### config.mk
export PLATFORM = sky130hd
export DESIGN_NAME = al_buckeye_load
export DESIGN_NICKNAME = d
export VERILOG_FILES = /design/src/bky_load_pkg.sv /design/src/al_buckeye_load.sv /design/src/bky_shift_reg.sv /design/src/al_word_fifo.sv /design/src/bky_load_fsm.sv /design/src/shift_tick_timer.sv
export SDC_FILE = /design/constraint.sdc
export NUM_CORES = 1
export LEC_CHECK = 0
export ABC_AREA = 1
export BUFFER_PORTS_ARGS = -buffer_cell sky130_fd_sc_hd__buf_2
export CAP_MARGIN = 0
export CELL_PAD_IN_SITES_DETAIL_PLACEMENT = 1
export CELL_PAD_IN_SITES_GLOBAL_PLACEMENT = 1
export CORE_ASPECT_RATIO = 0.6
export CORE_MARGIN = 1
export CORE_UTILIZATION = 45
export DETAILED_ROUTE_END_ITERATION = 16
export PLACE_DENSITY = 0.67
export SYNTH_ARGS = -nofsm -noshare
export SYNTH_HDL_FRONTEND = slang
export SYNTH_SLANG_ARGS = --single-unit
### constraint.sdc
create_clock -name CLK40 -period 4.6 [get_ports CLK40]
set_input_delay 0.69 -clock CLK40 [delete_from_list [all_inputs] [get_ports CLK40]]
set_output_delay 0.69 -clock CLK40 [all_outputs]
set_load 0.05 [all_outputs]
### src/bky_load_pkg.sv
package bky_load_pkg;

	////////////////////////////////////////////////////////////
	// Word and FIFO geometry
	////////////////////////////////////////////////////////////
	localparam int word_w     = 16;  // One configuration word
	localparam int fifo_depth = 64;
	localparam int fifo_aw    = 6;   // log2 of fifo_depth

	////////////////////////////////////////////////////////////
	// Serial shift timing
	////////////////////////////////////////////////////////////
	localparam int tick_div   = 40;  // CLK40 cycles per serial bit
	localparam int tick_cnt_w = 6;   // Holds 0 .. tick_div-1
	localparam int bit_cnt_w  = 4;   // Bit index within a word

	// Loader states
	typedef enum logic [2:0] {
		idle   = 3'd0,
		read   = 3'd1,
		load   = 3'd2,
		shift  = 3'd3,
		finish = 3'd4
	} bky_state_t;

endpackage
### src/al_buckeye_load.sv
module al_buckeye_load import bky_load_pkg::*; (
	input  logic              CLK40,
	input  logic              RST,
	input  logic              slow_fifo_rst,
	input  logic              clr_al_done,
	input  logic              capture,
	input  logic [word_w-1:0] bpi_al_reg,
	output logic              al_bky_ena,
	output logic              shck_ena,
	output logic              sclk,
	output logic              sdata,
	output logic              al_done,
	output logic              al_bk_ld_mt,
	output logic              wrt_on_rst,
	output bky_state_t        al_bk_state
);

	logic              tick;
	logic              word_end;
	logic              rd_en;
	logic              sr_load;
	logic              fifo_empty;
	logic              fifo_full;
	logic [word_w-1:0] fifo_dout;
	logic              cap_ok;

	// Only captures that really land in the FIFO start a run
	assign cap_ok      = capture & ~slow_fifo_rst & ~fifo_full;
	assign al_bk_ld_mt = fifo_empty;

	////////////////////////////////////////////////////////////
	// Blocks
	////////////////////////////////////////////////////////////
	shift_tick_timer u_timer (
		.CLK40, .RST, .shck_ena, .tick, .sclk, .word_end
	);

	bky_load_fsm u_fsm (
		.CLK40, .RST,
		.capture (cap_ok),
		.clr_al_done, .tick, .word_end,
		.empty   (fifo_empty),
		.rd_en,
		.load    (sr_load),
		.shck_ena, .al_bky_ena, .al_done,
		.state   (al_bk_state)
	);

	al_word_fifo u_fifo (
		.CLK40, .RST,
		.clr   (slow_fifo_rst),
		.wr_en (capture),      // FIFO drops it itself while cleared
		.din   (bpi_al_reg),
		.rd_en,
		.dout  (fifo_dout),
		.empty (fifo_empty),
		.full  (fifo_full)
	);

	bky_shift_reg u_sreg (
		.CLK40, .RST, .tick,
		.load (sr_load),
		.shck_ena,
		.din  (fifo_dout),
		.sdata
	);

	// Sticky flag for captures lost to the slow FIFO reset
	always_ff @(posedge CLK40 or posedge RST) begin
		if (RST)
			wrt_on_rst <= 1'b0;
		else if (slow_fifo_rst && capture)
			wrt_on_rst <= 1'b1;
	end

	a_wrt_on_rst_sticky: assert property (@(posedge CLK40)
		$fell(wrt_on_rst) |-> RST);

endmodule

### src/bky_shift_reg.sv
module bky_shift_reg import bky_load_pkg::*; (
	input  logic              CLK40,
	input  logic              RST,
	input  logic              tick,
	input  logic              load,
	input  logic              shck_ena,
	input  logic [word_w-1:0] din,
	output logic              sdata
);

	logic [word_w-1:0] sr;

	////////////////////////////////////////////////////////////
	// Load and shift, LSB goes out first
	////////////////////////////////////////////////////////////
	always_ff @(posedge CLK40 or posedge RST) begin
		if (RST) begin
			sr <= '0; // Keeps the serial line low out of reset
		end else if (load) begin
			sr <= din;
		end else if (tick && shck_ena) begin
			sr <= {1'b0, sr[word_w-1:1]}; // Zero fill from the top
		end
	end

	assign sdata = sr[0];

endmodule

### src/al_word_fifo.sv
module al_word_fifo import bky_load_pkg::*; (
	input  logic              CLK40,
	input  logic              RST,
	input  logic              clr,
	input  logic              wr_en,
	input  logic [word_w-1:0] din,
	input  logic              rd_en,
	output logic [word_w-1:0] dout,
	output logic              empty,
	output logic              full
);

	logic [word_w-1:0]  mem [fifo_depth];
	logic [fifo_aw-1:0] wr_ptr;
	logic [fifo_aw-1:0] rd_ptr;
	logic [fifo_aw:0]   count;
	logic               wr_ok;
	logic               rd_ok;

	// Slow reset blocks both ports
	assign wr_ok = wr_en & ~full & ~clr;
	assign rd_ok = rd_en & ~empty & ~clr;

	assign empty = (count == '0);
	assign full  = (count == (fifo_aw + 1)'(fifo_depth));

	////////////////////////////////////////////////////////////
	// Pointers and fill level
	////////////////////////////////////////////////////////////
	always_ff @(posedge CLK40 or posedge RST) begin
		if (RST) begin
			wr_ptr <= '0;
			rd_ptr <= '0;
			count  <= '0;
		end else if (clr) begin
			wr_ptr <= '0;
			rd_ptr <= '0;
			count  <= '0;
		end else begin
			if (wr_ok)
				wr_ptr <= wr_ptr + 1'b1; // Depth is a power of two
			if (rd_ok)
				rd_ptr <= rd_ptr + 1'b1;
			case ({wr_ok, rd_ok})
				2'b10:   count <= count + 1'b1;
				2'b01:   count <= count - 1'b1;
				default: count <= count;
			endcase
		end
	end

	// Storage with registered read port
	always_ff @(posedge CLK40) begin
		if (wr_ok)
			mem[wr_ptr] <= din;
		if (rd_ok)
			dout <= mem[rd_ptr];
	end

	// Loader must never pop an empty queue
	a_no_read_empty: assert property (@(posedge CLK40) disable iff (RST)
		rd_en |-> !empty);

endmodule

### src/bky_load_fsm.sv
module bky_load_fsm import bky_load_pkg::*; (
	input  logic       CLK40,
	input  logic       RST,
	input  logic       capture,
	input  logic       clr_al_done,
	input  logic       tick,
	input  logic       word_end,
	input  logic       empty,
	output logic       rd_en,
	output logic       load,
	output logic       shck_ena,
	output logic       al_bky_ena,
	output logic       al_done,
	output bky_state_t state
);

	logic set_done;

	// One-cycle strobes, all aligned to tick
	assign rd_en    = tick & (state == read) & ~empty;
	assign load     = tick & (state == bky_load_pkg::load); // Scoped, port has same name
	assign set_done = tick & (state == finish) & empty;

	////////////////////////////////////////////////////////////
	// Load and done flags
	////////////////////////////////////////////////////////////
	always_ff @(posedge CLK40 or posedge RST) begin
		if (RST) begin
			al_bky_ena <= 1'b0;
			al_done    <= 1'b0;
		end else begin
			// A fresh capture wins over the end of a run
			if (capture)
				al_bky_ena <= 1'b1;
			else if (set_done)
				al_bky_ena <= 1'b0;

			if (clr_al_done)
				al_done <= 1'b0;
			else if (set_done)
				al_done <= 1'b1; // Held until software clears it
		end
	end

	////////////////////////////////////////////////////////////
	// Sequencer, advances only on ticks
	////////////////////////////////////////////////////////////
	always_ff @(posedge CLK40 or posedge RST) begin
		if (RST) begin
			state    <= idle;
			shck_ena <= 1'b0;
		end else if (tick) begin
			case (state)
				idle: begin
					if (al_bky_ena && !empty)
						state <= read;
					else if (al_bky_ena)
						state <= finish; // Nothing was queued
				end
				read: begin
					if (empty)
						state <= finish;
					else
						state <= bky_load_pkg::load; // dout valid next cycle
				end
				bky_load_pkg::load: begin
					state    <= shift;
					shck_ena <= 1'b1;
				end
				shift: begin
					if (word_end) begin
						shck_ena <= 1'b0;
						state    <= empty ? finish : read;
					end
				end
				finish: begin
					// Late capture keeps the run going
					state <= empty ? idle : read;
				end
				default: state <= idle;
			endcase
		end
	end

	// Shift clock window matches the shift state
	a_shck_in_shift: assert property (@(posedge CLK40) disable iff (RST)
		shck_ena |-> state == shift);

endmodule

### src/shift_tick_timer.sv
module shift_tick_timer import bky_load_pkg::*; (
	input  logic CLK40,
	input  logic RST,
	input  logic shck_ena,
	output logic tick,
	output logic sclk,
	output logic word_end
);

	logic [tick_cnt_w-1:0] cyc_cnt;
	logic [bit_cnt_w-1:0]  bit_cnt;

	////////////////////////////////////////////////////////////
	// Bit period divider
	////////////////////////////////////////////////////////////
	always_ff @(posedge CLK40 or posedge RST) begin
		if (RST)
			cyc_cnt <= '0;
		else if (tick)
			cyc_cnt <= '0;
		else
			cyc_cnt <= cyc_cnt + 1'b1;
	end

	assign tick = (cyc_cnt == tick_cnt_w'(tick_div - 1)); // Last cycle of the bit

	// Low in first half of the bit, high in second half
	assign sclk = shck_ena & (cyc_cnt >= tick_cnt_w'(tick_div / 2));

	////////////////////////////////////////////////////////////
	// Bit position within the word being shifted
	////////////////////////////////////////////////////////////
	always_ff @(posedge CLK40 or posedge RST) begin
		if (RST)
			bit_cnt <= '0;
		else if (tick && shck_ena)
			bit_cnt <= bit_cnt + 1'b1; // Wraps back to 0 after the last bit
	end

	assign word_end = tick & shck_ena & (bit_cnt == bit_cnt_w'(word_w - 1));

	// Ticks are isolated pulses
	a_tick_single: assert property (@(posedge CLK40) disable iff (RST)
		tick |=> !tick);

endmodule

==> results.yml <==
placed_design:
  hpwl_mm: 81.2
  io_buffers: 30
  dpl_cell_area_mm2: 0.0454
  place.gp.congestion: 0.851
synthesis:
  synth_async_sr_flop_share_pct: 4.76
  ys.flop_type: "edfxtp_1"
  synth_nets: 3400
  syn_inst: 3372
  yosys_register_bits: 1092
  synth_edf_count: 1040
  synth_warnings: 0
  avgSynthCellArea_um2: 12.9
  syn_area_mm2: 0.0435
  yosys.area.top_type: "edfxtp_1"
  netlist.area_leader.share_pct: 71.8
  synth-seq-area-share_pct: 74.7
  synth_cell_types: 44
  yosys-top-cells-area: "edfxtp_1, o21ai_0, nor2_1, o22ai_1, dfrtp_1"
setup_path:
  path_cells: "inv_16 > buf_12 > nor2_1 > o22ai_1 > o21ai_0 > o221ai_1 > nand3_1 > nand2_1"
  path_class: "register to register"
  cp-end-kind: "register"
  cp.arrival_ns: 4.55
  crit_path_top_delay_cell: "o221ai_1"
  startpoint_type: "register"
  crit_fanout: 229
  cp_slowest_stage_delay_ns: 0.97
  worstPathRequired_ns: 5.16
route:
  antenna_left: 0
  vias_per_cell: 6.24
  drt_iter0_drc: 3926
  drc_errors: 0
  vias: 29800
  wirelength_mm: 142
  dr.pass1.iters: 5
  routedWlPerCell_um: 29.7
sta:
  maxSlewViolCount: 0
  maxClockFrequency_mhz: 251
  finalCriticalPeriod_ns: 3.98
  rsz0062_at_grt: "false"
  worst_pin_slew_ns: 1.27
  slew_headroom_pct: 15.3
  fin_skew_ns: 0.0201
  tns_ns: 0
  hold_viol: 0
  finalCritPeriodShare_pct: 86.6
  setup_viol: 0
clock_network:
  ctsResizeCount: 0
  ctsHtreeMaxLevel: 3
  root_buffer: "clkbuf_16"
  tritoncts: "yes"
  clkTransAtPathRegs_ns: 0.07
  clockBufferDepth: 3
  cts_sinks: 1092
  clk_latency_ns: 0.72
  cts_setup_buffers: 0
  postCtsHoldBufs: 0
  numCtsBuffers: 100
outcome:
  outcome: "finished, final reports clean"
power_and_ir_drop:
  ir_worst_vdd_uv: 331
  p_seq_share_pct: 55.7
  p_int_uw: 15400
  switchingPower_uw: 4240
  combPwrFrac_pct: 2.5
  p_leak_uw: 0.0160
  power.share.switching_pct: 21.6
  power.density_mw_per_mm2: 405
  clkPwrFrac_pct: 41.8
global_route:
  antenna_found_initial: 7
  grtUsageTotal_pct: 29.0
  grt_pass1_wl_mm: 207
  grt_max_degree: 230
  grt_pass1_vias: 30400
  overflow: 0
die:
  rows: 87
  die_area_mm2: 0.0980
  die_height_um: 243
  io_pins: 31
  core_region_area_mm2: 0.0948
  die_x_um: 403
  start_util_pct: 45.9
final_layout:
  area_growth_pct: 11.5
  final.fill_count: 9517
  layout-drive-gt1-share_pct: 9.58
  finish.net_count: 3432
  fin_area_mm2: 0.0485
min_path:
  min_path_type: "input pin to register"
job:
  max_cap_viol_count: 0
-- final cells by class --
class	instances	area, µm²	area share [%]
Antenna cell	1	2.50	0.00515
Clock buffer	118	2570	5.29
Clock inverter	65	584	1.20
Inverter	65	269	0.554
Multi-Input combinational cell	1987	9710	20.0
Sequential cell	1092	32500	67.0
Tap cell	1290	1610	3.32
Timing Repair Buffer	158	1250	2.57
-- routing by layer --
layer	part of all wire, %	up-vias	track usage, %	wire (µm)
met5	0.0092	-	0	13
met4	1.9	2	6.48	2640
met2	44	1442	43.2	62700
met1	44	15600	43.5	62700
li1	-	12600	-	-
met3	9.8	187	6.31	13900
-- cells by family after synthesis --
kind of cell,after synthesis,share of synthesized area (%)
simple gates,906,8.26
buf+inv,293,2.94
compound gates,1066,13.7
fa+ha+maj,7,0.201
xor+xnor,7,0.141
mux,1,0.0230
flops,1092,74.7
-- per-stage QoR --
stage / hold WS, ns / setup slack, ns / cells / total power (µW) / util, %
2_1_floorplan: 0.430 / 1.94 / 3372 / 11300 / -
3_3_place_gp: 0.463 / 0.775 / 4592 / 11600 / 47.9
3_5_place_dp: 0.469 / 0.774 / 4592 / 11600 / 47.9
4_1_cts: 0.0951 / 0.758 / 4775 / 19700 / 51.2
5_1_grt: 0.116 / 0.515 / 4775 / 20100 / 51.2
6_report: 0.131 / 0.616 / 4776 / 19600 / 51.2
-- power groups by stage --
stage | clock, µW | combinational, µW | sequential (µW)
6_report | 8210 | 481 | 10900
5_1_grt | 8640 | 513 | 10900
4_1_cts | 8320 | 476 | 10900
3_5_place_dp | 0 | 473 | 11200
3_3_place_gp | 0 | 449 | 11200
2_1_floorplan | 0 | 161 | 11200
-- final timing paths --
path	depth (start not counted)	slack [ns]	startpoint	end
max	8	0.62	u_fifo.rd_ptr[0]	u_fifo.dout[15]
min	2	0.13	clr_al_done	u_fsm.al_done
max reg2reg	8	0.62	u_fifo.rd_ptr[0]	u_fifo.dout[15]
min reg2reg	1	0.49	u_timer.cyc_cnt[0]	u_timer.cyc_cnt[0]
max in group asynchronous	3	3.80	RST	u_fifo.rd_ptr[0]
min in group asynchronous	3	0.18	RST	u_timer.cyc_cnt[3]
-- layout by cell type (no fill, tap or decap), types with 47 or more instances in the layout --
master and count:
edfxtp_1 1040, nor2_1 712, o21ai_0 639, o22ai_1 274
nand2_1 124, buf_4 117, clkbuf_16 100, inv_1 57
o211ai_1 49, dfrtp_1 47
-- worst max-delay path, delay by kind of cell, from the launching register on --
| kind | cells | cell delay (ns) |
|---|---|---|
| compound gates | 3 | 1.27 |
| buf+inv | 2 | 0.90 |
| flops | 1 | 0.70 |
| simple gates | 3 | 0.61 |
-- Yosys cell counts (5+ instances only) --
library cell     n
edfxtp_1      1040
nor2_1         712
o21ai_0        639
o22ai_1        274
clkbuf_1       159
nand2_1        124
inv_1           60
dfrtp_1         52
o211ai_1        49
buf_2           47
nand3_1         30
o21ai_1         28
a21oi_1         27
o21bai_1        21
o221ai_1        20
buf_6           11
nor3_1          10
buf_4            9
ha_1             7
nand4_1          7
nor2_2           5
-- registers in the layout, indices dropped and copies added, names as in the netlist, 3 cells and up --
name and cells:
u_fifo.mem 1024, u_fifo.dout 16, u_sreg.sr 16, u_fifo.count 7
u_fifo.rd_ptr 6, u_fifo.wr_ptr 6, u_timer.cyc_cnt 6, u_timer.bit_cnt 4
u_fsm.state 3
Note: power is estimated with default switching activity, not from simulation.
